### src/hdl/cpu_types_pkg.sv
package cpu_types_pkg;

  // Data word and register index
  typedef logic [31:0] word_t;
  typedef logic [4:0]  regbits_t;

  // Opcodes of the supported subset
  typedef enum logic [5:0] {
    RTYPE = 6'b000000,
    J     = 6'b000010,
    JAL   = 6'b000011,
    BEQ   = 6'b000100,
    BNE   = 6'b000101,
    ADDIU = 6'b001001,
    ORI   = 6'b001101,
    LUI   = 6'b001111,
    LW    = 6'b100011,
    SW    = 6'b101011,
    HALT  = 6'b111111
  } opcode_t;

  // Function field of R-type words
  typedef enum logic [5:0] {
    JR   = 6'b001000,
    ADDU = 6'b100001,
    SUBU = 6'b100011,
    AND  = 6'b100100,
    OR   = 6'b100101,
    SLT  = 6'b101010
  } funct_t;

  // ALU operations
  typedef enum logic [2:0] {
    ALU_ADD = 3'd0,
    ALU_SUB = 3'd1,
    ALU_AND = 3'd2,
    ALU_OR  = 3'd3,
    ALU_SLT = 3'd4,
    ALU_LUI = 3'd5
  } aluop_t;

  // Next-PC source, branch is the fall-through default
  typedef enum logic [1:0] {
    SEL_BRANCH = 2'd0,
    SEL_JUMP   = 2'd1,
    SEL_REG    = 2'd2
  } jumpsel_t;

  // Write-back data source
  typedef enum logic [1:0] {
    WB_ALU  = 2'd0,
    WB_NPC  = 2'd1,
    WB_LOAD = 2'd2,
    WB_LUI  = 2'd3
  } memtoreg_t;

  // Decoded control
  typedef struct packed {
    aluop_t    aluop;
    logic      alusrc;
    logic      extop;
    logic      beq;
    logic      bne;
    jumpsel_t  jumpsel;
    logic      dren;
    logic      dwen;
    logic      regdst;
    logic      jal;
    logic      regwr;
    memtoreg_t memtoreg;
    logic      halt;
  } ctrl_t;

  // Fetch to decode
  typedef struct packed {
    word_t instr;
    word_t npc;
  } fd_t;

  // Decode to execute
  typedef struct packed {
    aluop_t    aluop;
    logic      alusrc;
    logic      beq;
    logic      bne;
    jumpsel_t  jumpsel;
    word_t     jumpaddr;
    logic      dren;
    logic      dwen;
    regbits_t  rw;
    logic      regwr;
    memtoreg_t memtoreg;
    logic      halt;
    word_t     npc;
    word_t     port_a;
    word_t     port_b;
    word_t     imm_ext;
  } de_t;

  // Execute to memory
  typedef struct packed {
    logic      dren;
    logic      dwen;
    regbits_t  rw;
    logic      regwr;
    memtoreg_t memtoreg;
    logic      halt;
    word_t     npc;
    word_t     port_o;
    word_t     lui;
    word_t     dmemstore;
  } em_t;

  // Memory to write-back
  typedef struct packed {
    regbits_t  rw;
    logic      regwr;
    memtoreg_t memtoreg;
    logic      halt;
    word_t     npc;
    word_t     port_o;
    word_t     lui;
    word_t     dmemload;
  } mw_t;

endpackage
### src/hdl/datapath.sv
`timescale 1ns/1ps

module datapath #(
  parameter cpu_types_pkg::word_t PC_INIT = '0
) (
  input  logic                 CLK,
  input  logic                 nRST,
  // Instruction side
  output cpu_types_pkg::word_t imemaddr,
  output logic                 imemren,
  input  cpu_types_pkg::word_t imemload,
  input  logic                 ihit,
  // Data side
  output cpu_types_pkg::word_t dmemaddr,
  output cpu_types_pkg::word_t dmemstore,
  output logic                 dmemren,
  output logic                 dmemwen,
  input  cpu_types_pkg::word_t dmemload,
  input  logic                 dhit,
  output logic                 halt
);

  logic                    advance;
  cpu_types_pkg::fd_t      fd_d, fd_q;
  cpu_types_pkg::de_t      de_d, de_q;
  cpu_types_pkg::em_t      em_d, em_q;
  cpu_types_pkg::mw_t      mw_d, mw_q;
  cpu_types_pkg::word_t    fetch_npc;
  cpu_types_pkg::ctrl_t    ctrl;
  cpu_types_pkg::opcode_t  opcode;
  cpu_types_pkg::funct_t   funct;
  cpu_types_pkg::regbits_t rs, rt, rd;
  logic [15:0]             imm;
  cpu_types_pkg::word_t    imm_ext;
  cpu_types_pkg::word_t    rdat1, rdat2;
  cpu_types_pkg::word_t    alu_b, alu_out;
  logic                    alu_zero;
  logic                    branch_taken;
  cpu_types_pkg::word_t    branch_target;
  logic                    rf_wen;
  cpu_types_pkg::word_t    rf_wdat;

  // Fetch
  fetch_stage #(.PC_INIT(PC_INIT)) fetch (
    .CLK(CLK), .nRST(nRST), .advance(advance), .jumpsel(de_q.jumpsel),
    .branch_taken(branch_taken), .branch_target(branch_target),
    .jump_target(de_q.jumpaddr), .reg_target(de_q.port_a),
    .imemaddr(imemaddr), .npc(fetch_npc)
  );
  // Keep requesting until halted
  assign imemren = ~halt;
  assign fd_d = '{instr: imemload, npc: fetch_npc};

  // Stage latches, flush left unused for now
  pipeline_latch #(.latch_t(cpu_types_pkg::fd_t)) fd (
    .CLK(CLK), .nRST(nRST), .advance(advance), .flush(1'b0), .d(fd_d), .q(fd_q));
  pipeline_latch #(.latch_t(cpu_types_pkg::de_t)) de (
    .CLK(CLK), .nRST(nRST), .advance(advance), .flush(1'b0), .d(de_d), .q(de_q));
  pipeline_latch #(.latch_t(cpu_types_pkg::em_t)) em (
    .CLK(CLK), .nRST(nRST), .advance(advance), .flush(1'b0), .d(em_d), .q(em_q));
  pipeline_latch #(.latch_t(cpu_types_pkg::mw_t)) mw (
    .CLK(CLK), .nRST(nRST), .advance(advance), .flush(1'b0), .d(mw_d), .q(mw_q));

  // Decode, instruction fields
  assign opcode  = cpu_types_pkg::opcode_t'(fd_q.instr[31:26]);
  assign rs      = fd_q.instr[25:21];
  assign rt      = fd_q.instr[20:16];
  assign rd      = fd_q.instr[15:11];
  assign imm     = fd_q.instr[15:0];
  assign funct   = cpu_types_pkg::funct_t'(fd_q.instr[5:0]);
  assign imm_ext = ctrl.extop ? {{16{imm[15]}}, imm} : {16'h0000, imm};

  control_unit ctrl_dec (.opcode(opcode), .funct(funct), .ctrl(ctrl));

  register_file regs (
    .CLK(CLK), .nRST(nRST), .wen(rf_wen), .wsel(mw_q.rw), .wdat(rf_wdat),
    .rsel1(rs), .rsel2(rt), .rdat1(rdat1), .rdat2(rdat2)
  );

  always_comb begin
    de_d.aluop    = ctrl.aluop;
    de_d.alusrc   = ctrl.alusrc;
    de_d.beq      = ctrl.beq;
    de_d.bne      = ctrl.bne;
    de_d.jumpsel  = ctrl.jumpsel;
    // Region bits come from the delay-slot address
    de_d.jumpaddr = {fd_q.npc[31:28], fd_q.instr[25:0], 2'b00};
    de_d.dren     = ctrl.dren;
    de_d.dwen     = ctrl.dwen;
    // JAL links r31, R-type writes rd, the rest rt
    de_d.rw       = ctrl.jal ? 5'd31 : (ctrl.regdst ? rd : rt);
    de_d.regwr    = ctrl.regwr;
    de_d.memtoreg = ctrl.memtoreg;
    de_d.halt     = ctrl.halt;
    de_d.npc      = fd_q.npc;
    de_d.port_a   = rdat1;
    de_d.port_b   = rdat2;
    de_d.imm_ext  = imm_ext;
  end

  // Execute
  assign alu_b = de_q.alusrc ? de_q.imm_ext : de_q.port_b;

  alu ex_alu (
    .aluop(de_q.aluop), .porta(de_q.port_a), .portb(alu_b),
    .oport(alu_out), .zero(alu_zero)
  );

  // Resolved here, the two younger words run as delay slots
  assign branch_taken  = (de_q.beq & alu_zero) | (de_q.bne & ~alu_zero);
  assign branch_target = de_q.npc + {de_q.imm_ext[29:0], 2'b00};

  assign em_d = '{dren: de_q.dren, dwen: de_q.dwen, rw: de_q.rw, regwr: de_q.regwr,
                  memtoreg: de_q.memtoreg, halt: de_q.halt, npc: de_q.npc,
                  port_o: alu_out, lui: {de_q.imm_ext[15:0], 16'h0000},
                  dmemstore: de_q.port_b};

  // Memory, requests held until the hit
  assign dmemaddr  = em_q.port_o;
  assign dmemstore = em_q.dmemstore;
  assign dmemren   = em_q.dren & ~halt;
  assign dmemwen   = em_q.dwen & ~halt;

  // Single stall condition for every stage
  assign advance = ihit & (~(dmemren | dmemwen) | dhit);

  assign mw_d = '{rw: em_q.rw, regwr: em_q.regwr, memtoreg: em_q.memtoreg,
                  halt: em_q.halt, npc: em_q.npc, port_o: em_q.port_o,
                  lui: em_q.lui, dmemload: dmemload};

  // Write-back
  assign rf_wen = mw_q.regwr & advance;

  always_comb begin
    case (mw_q.memtoreg)
      cpu_types_pkg::WB_NPC:  rf_wdat = mw_q.npc;
      cpu_types_pkg::WB_LOAD: rf_wdat = mw_q.dmemload;
      cpu_types_pkg::WB_LUI:  rf_wdat = mw_q.lui;
      default:                rf_wdat = mw_q.port_o;
    endcase
  end

  // Sticky halt once HALT sits in the last latch
  always_ff @(posedge CLK, negedge nRST) begin
    if (!nRST) begin
      halt <= 1'b0;
    end else if (mw_q.halt) begin
      halt <= 1'b1;
    end
  end

endmodule

### src/hdl/alu.sv
`timescale 1ns/1ps

module alu (
  input  cpu_types_pkg::aluop_t aluop,
  input  cpu_types_pkg::word_t  porta,
  input  cpu_types_pkg::word_t  portb,
  output cpu_types_pkg::word_t  oport,
  output logic                  zero
);

  always_comb begin
    case (aluop)
      cpu_types_pkg::ALU_ADD: oport = porta + portb;
      cpu_types_pkg::ALU_SUB: oport = porta - portb;
      cpu_types_pkg::ALU_AND: oport = porta & portb;
      cpu_types_pkg::ALU_OR:  oport = porta | portb;
      // Signed compare, result in bit 0
      cpu_types_pkg::ALU_SLT: oport = {31'b0, $signed(porta) < $signed(portb)};
      // Upper half from the immediate
      cpu_types_pkg::ALU_LUI: oport = {portb[15:0], 16'h0000};
      default:                oport = '0;
    endcase
  end

  // Branch compare uses this
  assign zero = (oport == '0);

endmodule

### src/hdl/register_file.sv
`timescale 1ns/1ps

module register_file (
  input  logic                    CLK,
  input  logic                    nRST,
  input  logic                    wen,
  input  cpu_types_pkg::regbits_t wsel,
  input  cpu_types_pkg::word_t    wdat,
  input  cpu_types_pkg::regbits_t rsel1,
  input  cpu_types_pkg::regbits_t rsel2,
  output cpu_types_pkg::word_t    rdat1,
  output cpu_types_pkg::word_t    rdat2
);

  cpu_types_pkg::word_t regs [32];

  // Register 0 is never written
  always_ff @(posedge CLK, negedge nRST) begin
    if (!nRST) begin
      regs <= '{default: '0};
    end else if (wen && wsel != '0) begin
      regs[wsel] <= wdat;
    end
  end

  // Asynchronous read ports
  assign rdat1 = regs[rsel1];
  assign rdat2 = regs[rsel2];

  // Register 0 reads zero on both ports
  assert property (@(posedge CLK) disable iff (!nRST)
    (rsel1 != '0 || rdat1 == '0) && (rsel2 != '0 || rdat2 == '0));

endmodule

### src/hdl/control_unit.sv
`timescale 1ns/1ps

module control_unit (
  input  cpu_types_pkg::opcode_t opcode,
  input  cpu_types_pkg::funct_t  funct,
  output cpu_types_pkg::ctrl_t   ctrl
);

  always_comb begin
    // Safe defaults, unknown words act as NOPs
    ctrl          = '0;
    ctrl.aluop    = cpu_types_pkg::ALU_ADD;
    ctrl.jumpsel  = cpu_types_pkg::SEL_BRANCH;
    ctrl.memtoreg = cpu_types_pkg::WB_ALU;

    case (opcode)
      cpu_types_pkg::RTYPE: begin
        // Register-register ops write rd
        ctrl.regdst = 1'b1;
        ctrl.regwr  = 1'b1;
        case (funct)
          cpu_types_pkg::ADDU: ctrl.aluop = cpu_types_pkg::ALU_ADD;
          cpu_types_pkg::SUBU: ctrl.aluop = cpu_types_pkg::ALU_SUB;
          cpu_types_pkg::AND:  ctrl.aluop = cpu_types_pkg::ALU_AND;
          cpu_types_pkg::OR:   ctrl.aluop = cpu_types_pkg::ALU_OR;
          cpu_types_pkg::SLT:  ctrl.aluop = cpu_types_pkg::ALU_SLT;
          cpu_types_pkg::JR: begin
            ctrl.regwr   = 1'b0;
            ctrl.jumpsel = cpu_types_pkg::SEL_REG;
          end
          // Includes the all-zero NOP word
          default: ctrl.regwr = 1'b0;
        endcase
      end
      cpu_types_pkg::ADDIU: begin
        ctrl.alusrc = 1'b1;
        ctrl.extop  = 1'b1;
        ctrl.regwr  = 1'b1;
      end
      cpu_types_pkg::ORI: begin
        // Zero extended immediate
        ctrl.aluop  = cpu_types_pkg::ALU_OR;
        ctrl.alusrc = 1'b1;
        ctrl.regwr  = 1'b1;
      end
      cpu_types_pkg::LUI: begin
        ctrl.aluop    = cpu_types_pkg::ALU_LUI;
        ctrl.alusrc   = 1'b1;
        ctrl.regwr    = 1'b1;
        ctrl.memtoreg = cpu_types_pkg::WB_LUI;
      end
      cpu_types_pkg::LW: begin
        ctrl.alusrc   = 1'b1;
        ctrl.extop    = 1'b1;
        ctrl.dren     = 1'b1;
        ctrl.regwr    = 1'b1;
        ctrl.memtoreg = cpu_types_pkg::WB_LOAD;
      end
      cpu_types_pkg::SW: begin
        ctrl.alusrc = 1'b1;
        ctrl.extop  = 1'b1;
        ctrl.dwen   = 1'b1;
      end
      cpu_types_pkg::BEQ: begin
        // Compare by subtraction, offset sign extended
        ctrl.aluop = cpu_types_pkg::ALU_SUB;
        ctrl.extop = 1'b1;
        ctrl.beq   = 1'b1;
      end
      cpu_types_pkg::BNE: begin
        ctrl.aluop = cpu_types_pkg::ALU_SUB;
        ctrl.extop = 1'b1;
        ctrl.bne   = 1'b1;
      end
      cpu_types_pkg::J: ctrl.jumpsel = cpu_types_pkg::SEL_JUMP;
      cpu_types_pkg::JAL: begin
        // Link register 31 with the return address
        ctrl.jumpsel  = cpu_types_pkg::SEL_JUMP;
        ctrl.jal      = 1'b1;
        ctrl.regwr    = 1'b1;
        ctrl.memtoreg = cpu_types_pkg::WB_NPC;
      end
      cpu_types_pkg::HALT: ctrl.halt = 1'b1;
      default: ctrl.halt = 1'b0;
    endcase
  end

endmodule

### src/hdl/pipeline_latch.sv
`timescale 1ns/1ps

module pipeline_latch #(
  parameter type latch_t = logic
) (
  input  logic   CLK,
  input  logic   nRST,
  input  logic   advance,
  input  logic   flush,
  input  latch_t d,
  output latch_t q
);

  // All-zero contents form a bubble
  // (no write, no memory access, no halt)
  always_ff @(posedge CLK, negedge nRST) begin
    if (!nRST) begin
      q <= '0;
    end else if (flush) begin
      q <= '0;
    end else if (advance) begin
      q <= d;
    end
  end

  // Flushing a frozen stage would drop a held instruction
  assert property (@(posedge CLK) disable iff (!nRST) flush |-> advance);

endmodule

### src/hdl/fetch_stage.sv
`timescale 1ns/1ps

module fetch_stage #(
  parameter cpu_types_pkg::word_t PC_INIT = '0
) (
  input  logic                    CLK,
  input  logic                    nRST,
  input  logic                    advance,
  input  cpu_types_pkg::jumpsel_t jumpsel,
  input  logic                    branch_taken,
  input  cpu_types_pkg::word_t    branch_target,
  input  cpu_types_pkg::word_t    jump_target,
  input  cpu_types_pkg::word_t    reg_target,
  output cpu_types_pkg::word_t    imemaddr,
  output cpu_types_pkg::word_t    npc
);

  cpu_types_pkg::word_t pc;
  cpu_types_pkg::word_t next_pc;

  // Sequential successor, also carried down the pipe for JAL
  assign npc      = pc + 32'd4;
  assign imemaddr = pc;

  // Control word in execute picks the target
  always_comb begin
    case (jumpsel)
      cpu_types_pkg::SEL_JUMP: next_pc = jump_target;
      cpu_types_pkg::SEL_REG:  next_pc = reg_target;
      default:                 next_pc = branch_taken ? branch_target : npc;
    endcase
  end

  // PC moves only when the whole pipe moves
  always_ff @(posedge CLK, negedge nRST) begin
    if (!nRST) begin
      pc <= PC_INIT;
    end else if (advance) begin
      pc <= next_pc;
    end
  end

  // Targets come from execute, so misalignment would show up here
  assert property (@(posedge CLK) disable iff (!nRST) pc[1:0] == 2'b00);

endmodule

### config.mk
export PLATFORM = sky130hd
export DESIGN_NAME = datapath
export DESIGN_NICKNAME = d
export VERILOG_FILES = /design/src/hdl/cpu_types_pkg.sv /design/src/hdl/datapath.sv /design/src/hdl/alu.sv /design/src/hdl/register_file.sv /design/src/hdl/control_unit.sv /design/src/hdl/pipeline_latch.sv /design/src/hdl/fetch_stage.sv
export SDC_FILE = /design/constraint.sdc
export NUM_CORES = 2
export LEC_CHECK = 0
export BUFFER_PORTS_ARGS = -buffer_cell sky130_fd_sc_hd__buf_2
export CORE_ASPECT_RATIO = 1.5
export CORE_MARGIN = 2
export CORE_UTILIZATION = 60
export CTS_CLUSTER_SIZE = 25
export DETAILED_ROUTE_END_ITERATION = 10
export PLACE_DENSITY_LB_ADDON = 0.08
export SLEW_MARGIN = 15
export SYNTH_ARGS = -nofsm -noshare
export SYNTH_HDL_FRONTEND = slang
export SYNTH_SLANG_ARGS = --single-unit
### constraint.sdc
create_clock -name CLK -period 8 [get_ports CLK]
set_input_delay 1.6 -clock CLK [delete_from_list [all_inputs] [get_ports CLK]]
set_output_delay 1.6 -clock CLK [all_outputs]
set_load 0.03 [all_outputs]
Word-level counts from Yosys, hierarchy flattened
Index checks and enable logic that the tools add are counted.
{"block": "totals", "reg_bits": 1542, "latch_bits": 0, "mem_bits_rw": 0, "mem_bits_ro": 0, "in_bits": 68, "elab_cells": 167, "mem_count": 0}
{"block": "op_classes", "add_sub_neg": 4, "mul": 0, "div_mod_pow": 0, "order_cmp": 5, "eq_ne": 26, "shifts": 0, "mux": 33, "n_bitwise": 17, "n_reduce_logical": 12}
{"operator": "bitwise mux 1024 bit", "n": 1}
{"operator": "binary-select mux 32 bit (select 5 bit)", "n": 2}
{"operator": "2-to-1 mux 32 bit", "n": 8}
{"operator": "one-hot mux 32 bit (6 select lines)", "n": 1}
{"operator": "demux 32 bit (select 5 bit)", "n": 1}
{"operator": "one-hot mux 32 bit (3 select lines)", "n": 1}
{"operator": "adder 32 bit", "n": 2}
{"operator": "one-hot mux 32 bit (2 select lines)", "n": 1}
{"operator": "== test 6 bit (second input constant)", "n": 8}
{"operator": "adder 32 x 3 -> 32 bit (second input constant)", "n": 1}
{"operator": "AND 32 bit", "n": 1}
{"operator": "zero test 32 bit", "n": 1}
{"operator": "less-than comparator 32 bit", "n": 1}
{"operator": "bitwise OR 32 bit", "n": 1}
{"operator": "subtractor 32 bit", "n": 1}
{"operator": "== test 6 x 4 -> 1 bit (second input constant)", "n": 4}
{"operator": "one-hot mux 3 bit (4 select lines)", "n": 2}
{"operator": "OR reduction 5 bit", "n": 4}
{"operator": "greater-or-equal comparator 6 bit (second input constant)", "n": 3}
{"operator": "inverter 5 -> 6 bit", "n": 3}
{"operator": "== test 6 x 2 -> 1 bit (second input constant)", "n": 2}
{"operator": "== test 6 x 3 -> 1 bit (second input constant)", "n": 2}
{"operator": "2-to-1 mux 1 bit", "n": 10}
{"operator": "2-to-1 mux 5 bit", "n": 2}
{"operator": "other kinds (18)", "n": 34}

Logic depth before layout (Yosys ltp)
{"block": "logic_depth", "depth_word": 9, "ltp_mapped": 24, "mapped_depth_nobuf": 19}

Cells and area by module
Synthesis repeated with hierarchy kept, for this count alone.
{"block": "unflattened", "cells_unflattened": 7868, "hier_area_um2": 88916.5}
{"module": "register_file", "n_inst": 1, "cells_per_inst": 4601, "area_each_um2": 55942.4, "seq_area_each_um2": 25624.6}
{"module": "pipeline_latch (de)", "n_inst": 1, "cells_per_inst": 577, "area_each_um2": 7262.0, "seq_area_each_um2": 4479.3}
{"module": "pipeline_latch (em)", "n_inst": 1, "cells_per_inst": 448, "area_each_um2": 5719.2, "seq_area_each_um2": 3478.3}
{"module": "pipeline_latch (mw)", "n_inst": 1, "cells_per_inst": 441, "area_each_um2": 5677.9, "seq_area_each_um2": 3428.3}
{"module": "alu", "n_inst": 1, "cells_per_inst": 838, "area_each_um2": 5411.4, "seq_area_each_um2": 0.0}
{"module": "fetch_stage", "n_inst": 1, "cells_per_inst": 384, "area_each_um2": 3075.4, "seq_area_each_um2": 800.8}
{"module": "datapath", "n_inst": 1, "cells_per_inst": 319, "area_each_um2": 2854.0, "seq_area_each_um2": 25.0}
{"module": "pipeline_latch (fd)", "n_inst": 1, "cells_per_inst": 206, "area_each_um2": 2611.3, "seq_area_each_um2": 1601.5}
{"module": "control_unit", "n_inst": 1, "cells_per_inst": 54, "area_each_um2": 362.8, "seq_area_each_um2": 0.0}

Worst setup path after synthesis
Ideal clock, no wire load.
{"block": "synth_path", "path_kind": "register to register", "startpoint": "reg de.q[175] (netlist bit)", "endpoint": "reg fetch.pc[28] (netlist: fetch.imemaddr[28])", "setup_time_ns": 0.133, "arrival_ns": 5.211, "slack_ns": 2.656, "stages_incl_launch_ff": 25, "path_buffers": 7, "cell_sequence": "dfrtp_1 clkbuf_1 clkbuf_1 and2_1 clkbuf_1 clkbuf_1 a21oi_1 ha_1 clkbuf_1 inv_1 a21o_1 a221oi_1 o31ai_1 a21oi_1 o41ai_2 xor2_1 o2111ai_1 nor4_1 nand4_1 nor4_2 mux2i_1 buf_6 buf_2 mux2i_1 o21ai_0"}
{"block": "synth_between", "elab_chain_len": 9, "word_cells_on_any_way": 14, "cone_classes": "add/sub (2); order compare (1); mux (4); bitwise (6); reduce/logical (1)"}
{"element": "start: declaration", "line_no": "pipeline_latch.sv:11", "text": "output latch_t q"}
{"element": "start signal: assignment", "line_no": "pipeline_latch.sv:18", "text": "q <= '0;"}
{"element": "start signal: assignment", "line_no": "pipeline_latch.sv:20", "text": "q <= '0;"}
{"element": "start signal: assignment", "line_no": "pipeline_latch.sv:22", "text": "q <= d;"}
{"element": "2-to-1 mux 32 bit (*)", "line_no": "datapath.sv:102", "text": "assign alu_b = de_q.alusrc ? de_q.imm_ext : de_q.port_b;"}
{"element": "subtractor 32 bit (tied with other cells)", "line_no": "alu.sv:14", "text": "cpu_types_pkg::ALU_SUB: oport = porta - portb;"}
{"element": "one-hot mux 32 bit (6 select lines) (*)", "line_no": "alu.sv:12", "text": "case (aluop)"}
{"element": "zero test 32 bit (*)", "line_no": "alu.sv:26", "text": "assign zero = (oport == '0);"}
{"element": "inverter 1 bit", "line_no": "datapath.sv:110", "text": "assign branch_taken = (de_q.beq & alu_zero) | (de_q.bne & ~alu_zero);"}
{"element": "AND 1 bit", "line_no": "datapath.sv:110"}
{"element": "bitwise OR 1 bit (*)", "line_no": "datapath.sv:110"}
{"element": "2-to-1 mux 32 bit (*)", "line_no": "fetch_stage.sv:30", "text": "default: next_pc = branch_taken ? branch_target : npc;"}
{"element": "one-hot mux 32 bit (2 select lines) (*)", "line_no": "fetch_stage.sv:27", "text": "case (jumpsel)"}
{"element": "end signal: assignment", "line_no": "fetch_stage.sv:39", "text": "pc <= next_pc;"}
{"element": "end: declaration", "line_no": "fetch_stage.sv:18", "text": "cpu_types_pkg::word_t pc;"}
Mark *: on every way between the ends. The rest lies on a longest branch, timed or not.
A chain may end at the register's enable or synchronous reset.

Worst setup path in the final report
{"block": "layout_path", "startpoint": "reg de.q[175] (netlist bit)", "endpoint": "reg fetch.pc[1] (netlist: fetch.imemaddr[1])"}
The elaborated chain is that of the path after synthesis.

==> flow_summary_export.csv <==
group,metric,value,unit
status,outcome,"complete, no violations",
sta,hold_viol_final,0,
global_route,antenna_found_initial,9,
yosys,async_reset_ff_share,100,%
run,max-cap-violations,0,
finish,fin_cells,9104,
place,port_buffers,167,
clocking,cts.path.max_buffers,3,
global_route,grt_pass1_vias,59600,
setup_path,cp.required,8.68,ns
setup_path,arrival,7.46,ns
detailed_routing,dr.pass1.iters,6,
detailed_routing,finalWirelength,262,mm
yosys,yosys_most_used_dff,"dfrtp_1",
yosys,ys_seq_elements,1507,
detailed_routing,drt_iter0_markers,5343,
global_route,overflow,0,
finish,final_util,65.8,%
floorplanning,die_h,447,µm
sta,layout_min_cycle_time,6.78,ns
detailed_routing,drt-wirelength-per-cell,28.7,µm
yosys,synth.top_cells.by_count,"nand2_1 (2201), dfrtp_1 (1507), o21ai_0 (1246)",
worst_hold_path,worstHoldStart,"regs.regs[993]",
clocking,root_buffer,"clkbuf_16",
yosys,synth_area_per_cell,10.4,µm²
sta,worst_pin_slew,1.21,ns
worst_hold_path,hold_path_end,"regs.regs[993]",
floorplanning,core,130000,µm²
sta,period_share,84.8,%
setup_path,critPathKind,"flip-flop to flip-flop",
sta,slew_headroom,18.9,%
finish,drive_above_1_share,17.5,%
sta,fin_ws,1.22,ns
detailed_routing,ant_nets,0,
setup_path,ff2ff_setup_slack,1.22,ns
sta,final-max-slew-violation-count,0,
setup_path,crit_fanout,38,
clocking,cts_buffers,149,
clocking,clk_pin_slew,0.06,ns
floorplanning,initial_utilization,60.5,%
detailed_routing,via_per_inst,6.48,
sta,rsz0062_at_grt,"false",
setup_path,timing.rr.end,"fetch.imemaddr[1]",
setup_path,path_delay_family,"compound AO/OA/AOI/OAI gates",
setup_path,worstPathCellList,"buf_4, mux2i_1, inv_1, ha_1, fa_1, o21bai_2, a211oi_2, a211oi_2, o32ai_1, a221oi_1, o22ai_1, a221oi_1, o2111ai_1, nor4_1, nand4_1, nor4_2, mux2i_4, buf_12, a21o_1, mux2_1",
setup_path,cpMaxStageDelayCell,"dfrtp_1",
yosys,synth-seq-area-share,47.9,%
clocking,post_cts_buffers,0,
worst_hold_path,whs_path_depth,0,
floorplanning,dieArea,134000,µm²
yosys,yosysMostFrequentCell,"nand2_1",
clocking,cts_tree,"built",
sta,max_freq,0.147,GHz
setup_path,start_kind,"flip-flop",
place,placedCellCount,8831,
yosys,synth_nets,7755,
global_route,grt_first_pass_wirelength,390,mm
detailed_routing,drc_errors,0,
global_route,grt_max_degree,179,
yosys,ys_top_cells_by_area,"dfrtp_1 (48%), mux4_2 (18%), nand2_1 (11%)",
setup_path,worstReg2RegStart,"de.q[175]",
pwr,power.leakage,0.0383,µW
floorplanning,rows,162,
floorplanning,ios,168,
floorplanning,die_x,300,µm
clocking,clk_latency,0.82,ns
sta,fin_skew,0.0241,ns
setup_path,ff2ff_path_depth,20,
yosys,netlist_area,78600,µm²
sta,final-setup-viol-count,0,
yosys,synth_top_cell_area_share,47.9,%
sta,tns,0,ns
global_route,groute.usage.overall,40.0,%
yosys,postSynthCellCount,7556,
yosys,synth_warnings,0,
yosys,synth_edf_count,0,
clocking,cts-hold-fix-buffers,0,
yosys,yosys.area.top_type,"dfrtp_1",
setup_path,cp_num_buf_inv,3,
place,hpwl,165,mm
yosys,yosys.cell_types.count,87,
clocking,ctsResizeCount,0,
setup_path,slowest_delay,0.65,ns
detailed_routing,vias,59000,
pwr,ir_worst_vdd,0.000258,V
clocking,htreeDepth,4,
place,routabilityCongestion,0.970,
setup_path,critPathCaptureType,"flip-flop",
sta,holdWs,0.396,ns
finish,nets,7459,
clocking,cts_num_sinks,1507,
worst_hold_path,hold_path.class,"flip-flop to flip-flop",
place,pre_cts_slack,1.29,ns
finish,area_growth,8.64,%
pwr,power.density,274,nW/µm²
sequential cells by signal (all words and copies together), names as in the netlist:
signal and flops:
de.q 142, em.q 123, fd.q 64, fetch.imemaddr 32
halt 1, mw.q 121, regs.regs 1024
routing by layer:
layer	global-route usage [%]	vias up	part of all wire, %	wire [µm]
met2	64.5	2599	48	126000
met3	7.10	737	7.1	18700
met4	27.1	4	8.1	21200
li1	-	25800	-	-
met1	49.6	29900	37	95800
met5	0	-	0.0096	25
worst max path at each step:
stage,from,endpoint,slack (ns),cells past startpoint
3_5_place_dp,de.q[175],fetch.imemaddr[1],1.29,20
5_1_grt,de.q[175],fetch.imemaddr[1],0.94,20
6_report,de.q[175],fetch.imemaddr[1],1.22,20
4_1_cts,de.q[175],fetch.imemaddr[1],1.26,20
2_1_floorplan,de.q[175],fetch.imemaddr[28],2.66,24
3_3_place_gp,de.q[175],fetch.imemaddr[1],1.36,20
power by group:
part | switching [µW] | total [µW] | internal, µW
Sequential | 1120 | 9860 | 8740
Combinational | 3820 | 6120 | 2300
Clock | 3120 | 7450 | 4320
Total | 8070 | 23400 | 15400
stage by stage:
step	instance area (µm²)	total power [µW]
floorplan	78600	13800
CTS	85400	23400
global placement	80200	15900
finish	85400	23400
global route	85400	24400
detailed placement	80200	16000
area by class of cell:
type,instances,area (µm²)
Antenna cell,2,5.00
Clock buffer,234,4650
Clock inverter,37,520
Fill cell,10200,44500
Inverter,128,480
Multi-Input combinational cell,5189,37900
Sequential cell,1507,37800
Tap cell,1722,2150
Timing Repair Buffer,285,1950
cell usage in the layout, fill, tap and decap left out, types with 25 or more instances in the layout:
cell       count
nand3_1       38
a22oi_1       31
o31ai_1       25
nand2_1     2174
buf_2        166
nor2_1       142
clkbuf_1      33
o21ai_0     1230
nand2_4       27
inv_1        125
dfrtp_1     1494
clkbuf_16    156
a21o_1        26
xnor2_1       56
ha_1         127
mux4_2       641
clkbuf_8      45
mux2i_1      145
buf_4        101
a21oi_1      117
nor3_1        28
cell families (layout without fill, tap and decap cells):
family / after synthesis / count (layout) / share of synthesized area (%)
XOR/XNOR: 79 / 79 / 0.880
flip-flops: 1507 / 1507 / 47.9
other: 0 / 2 / 0
multiplexers: 810 / 810 / 20.5
buffers and inverters: 860 / 684 / 4.47
AND/OR/NAND/NOR: 2528 / 2528 / 12.6
AO/OA/AOI/OAI: 1641 / 1641 / 11.4
adder cells (fa/ha/maj): 131 / 131 / 2.11
Power figures use the tool's default switching activity.
